$ cat src/common/rename_pkg.sv
// shared widths, tag types and port structs for the register-renaming core
// imported by every block under rename/ and by the testbench

package rename_pkg;

  //////////////////////////////////////////////////
  // register file sizes
  //////////////////////////////////////////////////

  // architectural registers seen by software
  localparam int num_arch_reg = 32;
  // physical registers behind the map table
  localparam int num_phys_reg = 64;
  // tags not mapped after reset, all of them start out free
  localparam int num_free_reg = num_phys_reg - num_arch_reg;

  //////////////////////////////////////////////////
  // index and tag types
  //////////////////////////////////////////////////

  typedef logic [$clog2(num_arch_reg)-1:0] arch_reg_t;
  typedef logic [$clog2(num_phys_reg)-1:0] phys_reg_t;

  // one dispatched instruction, register fields only
  typedef struct packed {
    arch_reg_t dest;
    arch_reg_t src_a;
    arch_reg_t src_b;
  } dispatch_req_t;

  // rename answer, valid in the dispatch cycle
  typedef struct packed {
    phys_reg_t t1;
    logic      t1_ready;
    phys_reg_t t2;
    logic      t2_ready;
    // fresh tag from the free list
    phys_reg_t t_new;
    // previous mapping of dest, freed at retire
    phys_reg_t t_old;
  } rename_result_t;

  // head of the reorder buffer as it leaves
  typedef struct packed {
    arch_reg_t dest;
    phys_reg_t t_new;
    phys_reg_t t_old;
  } retire_t;

endpackage
$ cat src/rename/rename_core.sv
// top of the rename core, map table plus free list plus reorder buffer
// dispatch handshake, completion broadcast in, one retire per cycle out

`timescale 1ns/1ps

module rename_core #(
  parameter int rob_depth = 16
) (
  input  logic                       clock,
  input  logic                       reset,
  input  logic                       dispatch_valid,
  input  rename_pkg::dispatch_req_t  dispatch,
  output logic                       dispatch_ready,
  output rename_pkg::rename_result_t rename,
  input  logic                       cdb_valid,
  input  rename_pkg::phys_reg_t      cdb_tag,
  output logic                       retire_valid,
  output rename_pkg::retire_t        retire
);
  import rename_pkg::*;

  logic      rob_full;
  logic      fl_empty;
  logic      do_dispatch;
  phys_reg_t fl_head_tag;
  phys_reg_t mt_t1;
  phys_reg_t mt_t2;
  phys_reg_t mt_t_old;
  logic      mt_t1_ready;
  logic      mt_t2_ready;

  //////////////////////////////////////////////////
  // dispatch stall
  //////////////////////////////////////////////////

  // both terms come from registered counts
  assign dispatch_ready = ~rob_full & ~fl_empty;
  assign do_dispatch    = dispatch_valid & dispatch_ready;

  assign rename = '{t1: mt_t1, t1_ready: mt_t1_ready, t2: mt_t2, t2_ready: mt_t2_ready,
                    t_new: fl_head_tag, t_old: mt_t_old};

  map_table u_map_table (
    .clock     (clock),
    .reset     (reset),
    .rename_en (do_dispatch),
    .dispatch  (dispatch),
    .t_new     (fl_head_tag),
    .cdb_valid (cdb_valid),
    .cdb_tag   (cdb_tag),
    .t1        (mt_t1),
    .t1_ready  (mt_t1_ready),
    .t2        (mt_t2),
    .t2_ready  (mt_t2_ready),
    .t_old     (mt_t_old)
  );

  // retiring old tag goes straight back
  free_list u_free_list (
    .clock    (clock),
    .reset    (reset),
    .pop      (do_dispatch),
    .push     (retire_valid),
    .push_tag (retire.t_old),
    .head_tag (fl_head_tag),
    .empty    (fl_empty)
  );

  reorder_buffer #(.rob_depth(rob_depth)) u_reorder_buffer (
    .clock        (clock),
    .reset        (reset),
    .alloc        (do_dispatch),
    .alloc_dest   (dispatch.dest),
    .alloc_t_new  (fl_head_tag),
    .alloc_t_old  (mt_t_old),
    .cdb_valid    (cdb_valid),
    .cdb_tag      (cdb_tag),
    .full         (rob_full),
    .retire_valid (retire_valid),
    .retire       (retire)
  );

endmodule

$ cat src/rename/reorder_buffer.sv
// in-order queue of renamed instructions with completion bits
// completion searches every entry by t_new, the head leaves once complete

`timescale 1ns/1ps

module reorder_buffer #(
  parameter int rob_depth = 16
) (
  input  logic                  clock,
  input  logic                  reset,
  input  logic                  alloc,
  input  rename_pkg::arch_reg_t alloc_dest,
  input  rename_pkg::phys_reg_t alloc_t_new,
  input  rename_pkg::phys_reg_t alloc_t_old,
  input  logic                  cdb_valid,
  input  rename_pkg::phys_reg_t cdb_tag,
  output logic                  full,
  output logic                  retire_valid,
  output rename_pkg::retire_t   retire
);
  import rename_pkg::*;

  localparam int ptr_w = $clog2(rob_depth);
  localparam int cnt_w = $clog2(rob_depth + 1);

  // payload per entry, same layout as the retire port
  retire_t          entries [rob_depth];
  logic             complete [rob_depth];
  logic [ptr_w-1:0] head;
  logic [ptr_w-1:0] tail;
  logic [cnt_w-1:0] count;

  function automatic logic [ptr_w-1:0] next_ptr(input logic [ptr_w-1:0] ptr);
    return (ptr == ptr_w'(rob_depth - 1)) ? '0 : ptr + 1'b1;
  endfunction

  //////////////////////////////////////////////////
  // status and retire port
  //////////////////////////////////////////////////

  assign full = (count == cnt_w'(rob_depth));
  // empty queue never retires, stale complete bits ignored
  assign retire_valid = (count != '0) && complete[head];
  assign retire       = entries[head];

  //////////////////////////////////////////////////
  // entry payload
  //////////////////////////////////////////////////

  always_ff @(posedge clock) begin
    if (alloc) begin
      entries[tail].dest  <= alloc_dest;
      entries[tail].t_new <= alloc_t_new;
      entries[tail].t_old <= alloc_t_old;
    end
  end

  //////////////////////////////////////////////////
  // completion, pointers and count
  //////////////////////////////////////////////////

  always_ff @(posedge clock) begin
    if (reset) begin
      for (int i = 0; i < rob_depth; i++) begin
        complete[i] <= 1'b0;
      end
      head  <= '0;
      tail  <= '0;
      count <= '0;
    end else begin
      // tag search over all entries
      for (int i = 0; i < rob_depth; i++) begin
        if (cdb_valid && (entries[i].t_new == cdb_tag)) begin
          complete[i] <= 1'b1;
        end
      end
      // fresh entry starts incomplete, overrides a stale match
      if (alloc) begin
        complete[tail] <= 1'b0;
        tail           <= next_ptr(tail);
      end
      if (retire_valid) begin
        head <= next_ptr(head);
      end
      case ({alloc, retire_valid})
        2'b10:   count <= count + 1'b1;
        2'b01:   count <= count - 1'b1;
        default: count <= count;
      endcase
    end
  end

endmodule

$ cat src/rename/free_list.sv
// circular queue of unallocated physical tags
// head tag is offered every cycle, pop on dispatch and push on retire

`timescale 1ns/1ps

module free_list (
  input  logic                  clock,
  input  logic                  reset,
  input  logic                  pop,
  input  logic                  push,
  input  rename_pkg::phys_reg_t push_tag,
  output rename_pkg::phys_reg_t head_tag,
  output logic                  empty
);
  import rename_pkg::*;

  localparam int ptr_w = $clog2(num_free_reg);
  localparam int cnt_w = $clog2(num_free_reg + 1);

  phys_reg_t          slots [num_free_reg];
  logic [ptr_w-1:0]   head;
  logic [ptr_w-1:0]   tail;
  logic [cnt_w-1:0]   count;

  // wrap at the end of the slot array
  function automatic logic [ptr_w-1:0] next_ptr(input logic [ptr_w-1:0] ptr);
    return (ptr == ptr_w'(num_free_reg - 1)) ? '0 : ptr + 1'b1;
  endfunction

  assign head_tag = slots[head];
  assign empty    = (count == '0);

  always_ff @(posedge clock) begin
    if (reset) begin
      // tags above the identity map, ascending
      for (int i = 0; i < num_free_reg; i++) begin
        slots[i] <= phys_reg_t'(num_arch_reg + i);
      end
      head  <= '0;
      tail  <= '0;
      count <= cnt_w'(num_free_reg);
    end else begin
      if (pop) begin
        head <= next_ptr(head);
      end
      // recycled old tag goes in at the back
      if (push) begin
        slots[tail] <= push_tag;
        tail        <= next_ptr(tail);
      end
      // pop and push together leave count alone
      case ({push, pop})
        2'b10:   count <= count + 1'b1;
        2'b01:   count <= count - 1'b1;
        default: count <= count;
      endcase
    end
  end

endmodule

$ cat src/rename/map_table.sv
// architectural-to-physical map with one ready bit per register
// sources and old dest are looked up combinationally, writes land at the edge

`timescale 1ns/1ps

module map_table (
  input  logic                      clock,
  input  logic                      reset,
  input  logic                      rename_en,
  input  rename_pkg::dispatch_req_t dispatch,
  input  rename_pkg::phys_reg_t     t_new,
  input  logic                      cdb_valid,
  input  rename_pkg::phys_reg_t     cdb_tag,
  output rename_pkg::phys_reg_t     t1,
  output logic                      t1_ready,
  output rename_pkg::phys_reg_t     t2,
  output logic                      t2_ready,
  output rename_pkg::phys_reg_t     t_old
);
  import rename_pkg::*;

  // one row per architectural register
  typedef struct packed {
    phys_reg_t tag;
    logic      ready;
  } map_row_t;

  map_row_t rows [num_arch_reg];
  map_row_t row_a;
  map_row_t row_b;

  //////////////////////////////////////////////////
  // lookup
  //////////////////////////////////////////////////

  assign row_a = rows[dispatch.src_a];
  assign row_b = rows[dispatch.src_b];

  assign t1 = row_a.tag;
  assign t2 = row_b.tag;
  // completion in this very cycle counts as ready
  assign t1_ready = row_a.ready | (cdb_valid && (cdb_tag == row_a.tag));
  assign t2_ready = row_b.ready | (cdb_valid && (cdb_tag == row_b.tag));
  // mapping that dest is about to lose
  assign t_old = rows[dispatch.dest].tag;

  //////////////////////////////////////////////////
  // update
  //////////////////////////////////////////////////

  always_ff @(posedge clock) begin
    if (reset) begin
      // identity map, everything ready
      for (int i = 0; i < num_arch_reg; i++) begin
        rows[i].tag   <= phys_reg_t'(i);
        rows[i].ready <= 1'b1;
      end
    end else begin
      // broadcast match, any row still pointing at the tag
      for (int i = 0; i < num_arch_reg; i++) begin
        if (cdb_valid && (rows[i].tag == cdb_tag)) begin
          rows[i].ready <= 1'b1;
        end
      end
      // new mapping wins over a completion of the old tag
      if (rename_en) begin
        rows[dispatch.dest].tag   <= t_new;
        rows[dispatch.dest].ready <= 1'b0;
      end
    end
  end

endmodule

$ cat config.mk
export PLATFORM = sky130hd
export DESIGN_NAME = rename_core
export DESIGN_NICKNAME = d
export VERILOG_FILES = /design/src/common/rename_pkg.sv /design/src/rename/rename_core.sv /design/src/rename/reorder_buffer.sv /design/src/rename/free_list.sv /design/src/rename/map_table.sv
export SDC_FILE = /design/constraint.sdc
export NUM_CORES = 1
export LEC_CHECK = 0
export ABC_AREA = 1
export BUFFER_PORTS_ARGS = -buffer_cell sky130_fd_sc_hd__buf_2
export CORE_MARGIN = 1.5
export CORE_UTILIZATION = 35
export DETAILED_ROUTE_END_ITERATION = 8
export PLACE_DENSITY_LB_ADDON = 0.05
export SYNTH_ARGS = -nofsm -noshare
export SYNTH_HDL_FRONTEND = slang
export SYNTH_HIERARCHICAL = 1
export SYNTH_SLANG_ARGS = --single-unit
$ cat constraint.sdc
create_clock -name clock -period 9.23 [get_ports clock]
set_clock_uncertainty 0.05 [all_clocks]
set_input_delay 0.4615 -clock clock [delete_from_list [all_inputs] [get_ports clock]]
set_output_delay 0.4615 -clock clock [all_outputs]
set_load 0.03 [all_outputs]
==> flow_summary_export.csv, run 1 <==
group,metric,value,unit
yosys,async_flop_share,0,%
floorplanning,io_pins,70,
floorplanning,fp.dieW,347,µm
yosys,synth_area,41400,µm²
floorplanning,chipHeight,347,µm
clock_network,postCtsSetupBuffers,0,
timing,fin_crit_sh,53.1,%
yosys,ys_seq_area_share,51.8,%
drt,via_per_inst,5.53,
global_routing,grt_max_degree,81,
yosys,synth.area.top_cells,"edfxtp_1, nand2_1, nand3_1",
drt,drtIter0Drc,4050,
run,cap_violations,0,
floorplanning,initial_core_util,35.4,%
placed_design,portBuffers,69,
clock_network,cts.sinks,742,
timing,period_needed,4.91,ns
yosys,synth_edf_count,656,
cells_and_area,drive_gt1_share,8.34,%
timing,setup_viol,0,
drt,drtPass1Iterations,9,
pwr,p_leak,17.7,nW
yosys,synthMostInstantiatedCell,"nand2_1",
drt,wl,166,mm
run_status,status,"finished, final reports clean",
yosys,synth_cell_types,53,
drt,wire_per_inst,25.4,µm
clock_network,cts_tree,"yes",
critical_path,r2r_slack,4.47,ns
critical_path,worstPathBufferInverterCount,4,
drt,vias,36161,
critical_path,crit_path_end_kind,"output port",
clock_network,cts_hold_buf,0,
clock_network,cts.clk_slew.worst_paths,0.06,ns
timing,hold_viol_final,0,
timing,maxSlewViolCount,0,
critical_path,path_max_fanout,32,
global_routing,grt_pass1_wl,241,mm
timing,fin_tns_setup,0,ns
timing,slew_headroom,15.1,%
critical_path,crit_path_start_kind,"primary input",
yosys,yosysWarnings,6,
pwr,p_per_area,201,nW/µm²
clock_network,cts_root_buf,"clkbuf_16",
critical_path,cp.required,8.72,ns
yosys,synth_top_cell_by_area,"edfxtp_1",
yosys,synth-seq-cells,742,
clock_network,clock_path_buffers,3,
global_routing,grt_usage,27.0,%
yosys,syn_inst,5010,
critical_path,slowest_delay,0.66,ns
yosys,synth_ff_type,"edfxtp_1",
timing,rsz0062_at_grt,"false",
yosys,syn_avg_cell_area,8.25,µm²
clock_network,htreeDepth,3,
pwr,finalPower,0.00919,W
cells_and_area,fin_nets,4977,
clock_network,post_cts_resized,0,
cells_and_area,area_growth,10.6,%
floorplanning,core,117000,µm²
drt,antenna_left,0,
critical_path,criticalPathCategory,"primary input to output port",
placed_design,gp_congestion,0.916,
timing,tightest_slew,1.27,ns
critical_path,crit_path_cell_trace,"buf_2, inv_2, nor2_4, buf_4, a22oi_1, o221ai_1, nand2_1, nand4_1, a21oi_1, nand4_1, buf_2",
drt,drc,0,
yosys,synth_fp_nets,5054,
global_routing,gr-total-overflow,0,
critical_path,worstPathArrival,4.39,ns
hold_path,hp-start,"dispatch[13]",
cells_and_area,multi_input_area,16800,µm²
critical_path,crit_family,"buffers and inverters",
cells_and_area,fillerInstances,11872,
floorplanning,die_area,120000,µm²
cells_and_area,register_area,21400,µm²
clock_network,cts-buffers-inserted,90,
global_routing,grt_pass1_vias,34678,
yosys,synth_top_area_share,47.6,%
global_routing,antenna_found_initial,3,
pwr,ir_worst_vdd,0.000137,V
hold_path,min_path_type,"primary input to flip-flop",
yosys,yosys-top-cells-count,"nand2_1, edfxtp_1, nand3_1",
floorplanning,num_rows,125,
timing,whs,0.234,ns
timing,clock.fmax,0.204,GHz
critical_path,crit_slowest_cell,"nand4_1",
clock_network,clk_latency,0.68,ns
placed_design,hpwl,104,mm
critical_path,cp-startpoint,"dispatch[10]",
## kinds of logic (layout without fill, tap and decap cells)
kind of cell | after synthesis | count (layout) | synth area share [%]
AOI/OAI and AO/OA | 728 | 728 | 10.6
xor gates and xnor gates | 71 | 71 | 1.50
adders and majority gates | 19 | 19 | 0.575
buffers and inverters | 729 | 729 | 7.78
DFF | 742 | 742 | 51.8
other | 0 | 2 | 0
and+or+nand+nor | 2721 | 2721 | 27.7
## flip-flops by register name, indices dropped and copies added (netlist names), named ones only
name and cells:
u_free_list/tail 5, u_free_list/slots 192, u_reorder_buffer/head 4, u_map_table/rows 224, u_reorder_buffer/count 5, u_reorder_buffer/entries 272
u_reorder_buffer/complete 16, u_reorder_buffer/tail 4, u_free_list/head 5, u_free_list/count 6
## cell usage in the layout (no fill, tap or decap), types with 36 or more instances in the layout
master and count:
clkbuf_16 91, buf_4 81, nor3_1 41, a22oi_1 48, a21oi_1 142, nor2_1 518, nand2_1 1442, xor2_1 36
nand4_1 49, o22ai_1 45, dfxtp_1 81, inv_2 43, o21ai_0 289, inv_1 352, o221ai_1 73, o211ai_1 55
nand3_1 595, buf_2 67, edfxtp_1 656
## final timing paths
path / end / cells past startpoint
max: rename[5] / 11
min: u_reorder_buffer/entries[1][15] / 1
max reg2reg: u_free_list/count[4] / 23
min reg2reg: u_reorder_buffer/complete[8] / 2
## per-stage QoR
step                instances  setup slack [ns]  utilization (%)  area (µm²)
floorplan                5010              5.38                -       41400
CTS                      6534              4.48             39.2       45700
detailed placement       6365              4.48             36.6       42700
finish                   6536              4.33             39.2       45800
global placement         6365              4.45             36.6       42700
global route             6534              4.23             39.2       45700
## metal layers
layer	vias to the layer above	GRT usage (%)	wire, µm
met4	0	11.5	7370
met3	348	3.91	11600
met5	-	0	0
met2	1598	42.1	74000
li1	16819	-	-
met1	17396	37.5	72800
## layout make-up
| cell class | instances | share of cell area, % |
|---|---|---|
| sequential | 742 | 46.8 |
| multi-input combinational | 3539 | 36.7 |
| clock buffer | 118 | 5.37 |
| tap | 1524 | 4.17 |
| inverter | 411 | 3.41 |
| timing repair buffer | 149 | 2.11 |
| clock inverter | 51 | 1.35 |
| antenna | 2 | 0.0109 |
## power breakdown
group	internal (W)	switching [W]	leakage (nW)
registers	0.00381	0.000119	6.73
logic	0.000348	0.00123	9.50
clock network	0.00218	0.00150	1.50
total	0.00634	0.00285	17.7
(Power assumes the default switching activity.)
==> run 2: changes to the inputs <==
--- a/config.mk
+++ b/config.mk
@@ -5,7 +5,7 @@
 export SDC_FILE = /design/constraint.sdc
 export NUM_CORES = 1
 export LEC_CHECK = 0
-export ABC_AREA = 1
+export ABC_AREA = 0
 export BUFFER_PORTS_ARGS = -buffer_cell sky130_fd_sc_hd__buf_2
 export CORE_MARGIN = 1.5
 export CORE_UTILIZATION = 35
==> constraint.sdc (replaced) <==
create_clock -name clock -period 4.85 [get_ports clock]
set_clock_uncertainty 0.05 [all_clocks]
set_input_delay 0.2425 -clock clock [delete_from_list [all_inputs] [get_ports clock]]
set_output_delay 0.2425 -clock clock [all_outputs]
set_load 0.03 [all_outputs]
==> flow_summary_export.csv, run 2 <==
group,metric,value,unit
clock_network,cts.sinks,742,
cells_and_area,largest_register_ffs,272,
clock_network,postCtsSetupBuffers,0,
yosys,synth_cell_types,75,
cells_and_area,area_growth,11.8,%
clock_network,htreeDepth,3,
placed_design,hpwl,88.8,mm
yosys,syn_inst,2931,
floorplanning,num_rows,123,
run,cap_violations,0,
drt,vias,25841,
yosys,yosysWarnings,6,
drt,wire_per_inst,29.7,µm
critical_path,crit_path_end_kind,"output port",
floorplanning,core,112000,µm²
critical_path,crit_slowest_cell,"dfxtp_1",
yosys,yosys-top-cells-count,"edfxtp_1, mux4_2, nand2_1",
yosys,async_flop_share,0,%
drt,drc,0,
drt,drtIter0Drc,2493,
placed_design,portBuffers,69,
pwr,p_per_area,369,nW/µm²
cells_and_area,top_register,"u_reorder_buffer/entries",
pwr,power.switching,0.00458,W
timing,clock.fmax,0.233,GHz
yosys,synth.area.top_cells,"edfxtp_1, mux4_2, dfxtp_1",
critical_path,crit_family,"buffers and inverters",
clock_network,cts-buffers-inserted,86,
floorplanning,initial_core_util,35.3,%
pwr,p_seq_share,45.9,%
cells_and_area,top_regs,"u_reorder_buffer/entries: 272 flops, u_map_table/rows: 224 flops, u_free_list/slots: 192 flops",
cells_and_area,fillerInstances,10527,
drt,antenna_left,0,
cells_and_area,drive_gt1_share,20.4,%
pwr,p_leak,14.0,nW
floorplanning,fp.dieW,340,µm
cells_and_area,final_util,39.4,%
clock_network,clock_path_buffers,3,
global_routing,gr-total-overflow,0,
timing,period_needed,4.29,ns
cells_and_area,design_area,44300,µm²
yosys,synth_top_cell_by_area,"edfxtp_1",
cells_and_area,multi_input_area,16900,µm²
placed_design,dpl_cell_area,41500,µm²
yosys,ys_seq_area_share,54.0,%
yosys,synth_edf_count,656,
yosys,synth-seq-cells,742,
critical_path,crit_path_start_kind,"flip-flop",
critical_path,path_common_cell,"buf_4",
critical_path,cp.required,4.56,ns
critical_path,worstPathBufferInverterCount,3,
timing,fin_crit_sh,88.4,%
clock_network,cts_tree,"yes",
clock_network,cts.clk_slew.worst_paths,0.06,ns
critical_path,path_max_fanout,49,
drt,drtPass1Iterations,5,
clock_network,cts_root_buf,"clkbuf_16",
cells_and_area,final_common_cell,"edfxtp_1",
critical_path,crit_path_cell_trace,"buf_4, mux4_2, a22o_1, a221oi_1, nand3_2, buf_4, buf_2",
pwr,finalPower,0.0164,W
global_routing,grt_pass1_vias,26270,
global_routing,grt_pass1_wl,192,mm
timing,fin_tns_setup,0,ns
timing,tightest_slew,1.10,ns
timing,slew_headroom,26.7,%
timing,setup_viol,0,
floorplanning,chipHeight,340,µm
cells_and_area,register_area,21400,µm²
critical_path,r2r_slack,0.85,ns
clock_network,post_cts_resized,0,
drt,wl,134,mm
pwr,ir_worst_vdd,0.000233,V
cells_and_area,final_cell_mix,"edfxtp_1, mux4_2, nand2_1, nor2_1, and2_1",
yosys,synth_top_area_share,49.7,%
floorplanning,die_area,115000,µm²
timing,hold_viol_final,0,
yosys,synth_ff_type,"edfxtp_1",
yosys,synth_area,39600,µm²
pwr,clockPowerShare,39.3,%
timing,rsz0062_at_grt,"false",
pwr,intPower,0.0118,W
floorplanning,io_pins,70,
pwr,power_frac_comb,14.9,%
hold_path,min_path_type,"primary input to flip-flop",
run_status,status,"finished, final reports clean",
yosys,syn_avg_cell_area,13.5,µm²
yosys,synthMostInstantiatedCell,"edfxtp_1",
global_routing,grt_max_degree,60,
global_routing,antenna_found_initial,6,
drt,via_per_inst,5.71,
timing,maxSlewViolCount,0,
critical_path,slowest_delay,0.95,ns
yosys,synth_fp_nets,2975,
cells_and_area,fin_nets,2994,
placed_design,gp_congestion,0.932,
pwr,sw_frac_of_total,28.0,%
critical_path,worstPathArrival,4.00,ns
clock_network,clk_latency,0.67,ns
critical_path,criticalPathCategory,"flip-flop to output port",
global_routing,grt_usage,23.0,%
[run 2: cell count changes in the layout (fill, tap and decap cells not counted), sizes merged, moves of 74 or more]
cell   previous run  this run
nand2          1453       199
nand3           595        34
nor2            569       171
inv             408        25
o21ai           311        55
mux4              0       251
and2              0       162
xor2             36       159
xnor2            35       150
a21oi           142        40
mux2i             0        81
mux2              0        74
[run 2: worst paths after layout]
check,end,from,cells past startpoint
setup / recovery,rename[7],flip-flop,7
hold / removal,u_reorder_buffer/complete[0],reset,2
setup reg to reg,u_free_list/count[4],flip-flop,13
hold reg to reg,u_reorder_buffer/complete[11],u_reorder_buffer/complete[11],2
[run 2: layout make-up]
| cell class | instances | share of cell area (%) |
|---|---|---|
| Multi-Input combinational cell | 1924 | 38.2 |
| Inverter | 23 | 0.195 |
| Timing Repair Buffer | 173 | 2.69 |
| Antenna cell | 4 | 0.0226 |
| Sequential cell | 742 | 48.4 |
| Clock buffer | 111 | 5.25 |
| Tap cell | 1500 | 4.23 |
| Clock inverter | 46 | 1.00 |
[run 2: power by group through the flow]
| stage | Combinational, W | Sequential (W) | Clock [W] |
|---|---|---|---|
| floorplan | 0.00162 | 0.00749 | 0 |
| global placement | 0.00244 | 0.00763 | 0 |
| detailed placement | 0.00246 | 0.00764 | 0 |
| CTS | 0.00247 | 0.00750 | 0.00659 |
| global route | 0.00259 | 0.00753 | 0.00682 |
| finish | 0.00244 | 0.00751 | 0.00643 |
[run 2: cells by family (layout without fill, tap and decap cells)]
family,Yosys count,count (layout),synth area share [%]
and+or+nand+nor,968,968,12.7
DFF,742,742,54.0
muxes,406,406,18.7
xor gates and xnor gates,309,309,6.83
buffers and inverters,265,353,3.32
AOI/OAI and AO/OA,222,222,3.77
adders and majority gates,19,19,0.600
other,0,4,0
[run 2: per-layer routing]
layer | part of all wire (%) | GRT usage [%]
met1 | 43 | 30.6
met2 | 48 | 38.3
met3 | 5.0 | 2.98
met4 | 3.5 | 8.52
met5 | 0.023 | 0
[run 2: worst register-to-register path: stages, from the launching register on]
cell	delay, ns
dfxtp_4	0.71
mux2i_1	0.47
nand3_1	0.18
nand4_2	0.19
nand2_1	0.07
buf_4	0.18
inv_1	0.17
ha_1	0.33
xor2_1	0.18
ha_1	0.24
a21oi_1	0.08
or3b_2	0.44
a31oi_1	0.22
mux2_1	0.34
[run 2: repair_timing]
item | 4_1_cts | 5_1_grt
hold endpoints to repair | 11 | 0
hold buffers | 1 | 0
endpoints found under the setup margin | 0 | 0
[run 2: per-stage QoR]
stage,setup WS (ns),instances,hold WS (ns)
after floorplan,1.15,2931,0.291
after global placement,0.934,4361,0.426
after detailed placement,0.852,4361,0.430
after CTS,0.572,4519,0.0713
after global routing,0.377,4520,0.0927
final,0.562,4523,0.109
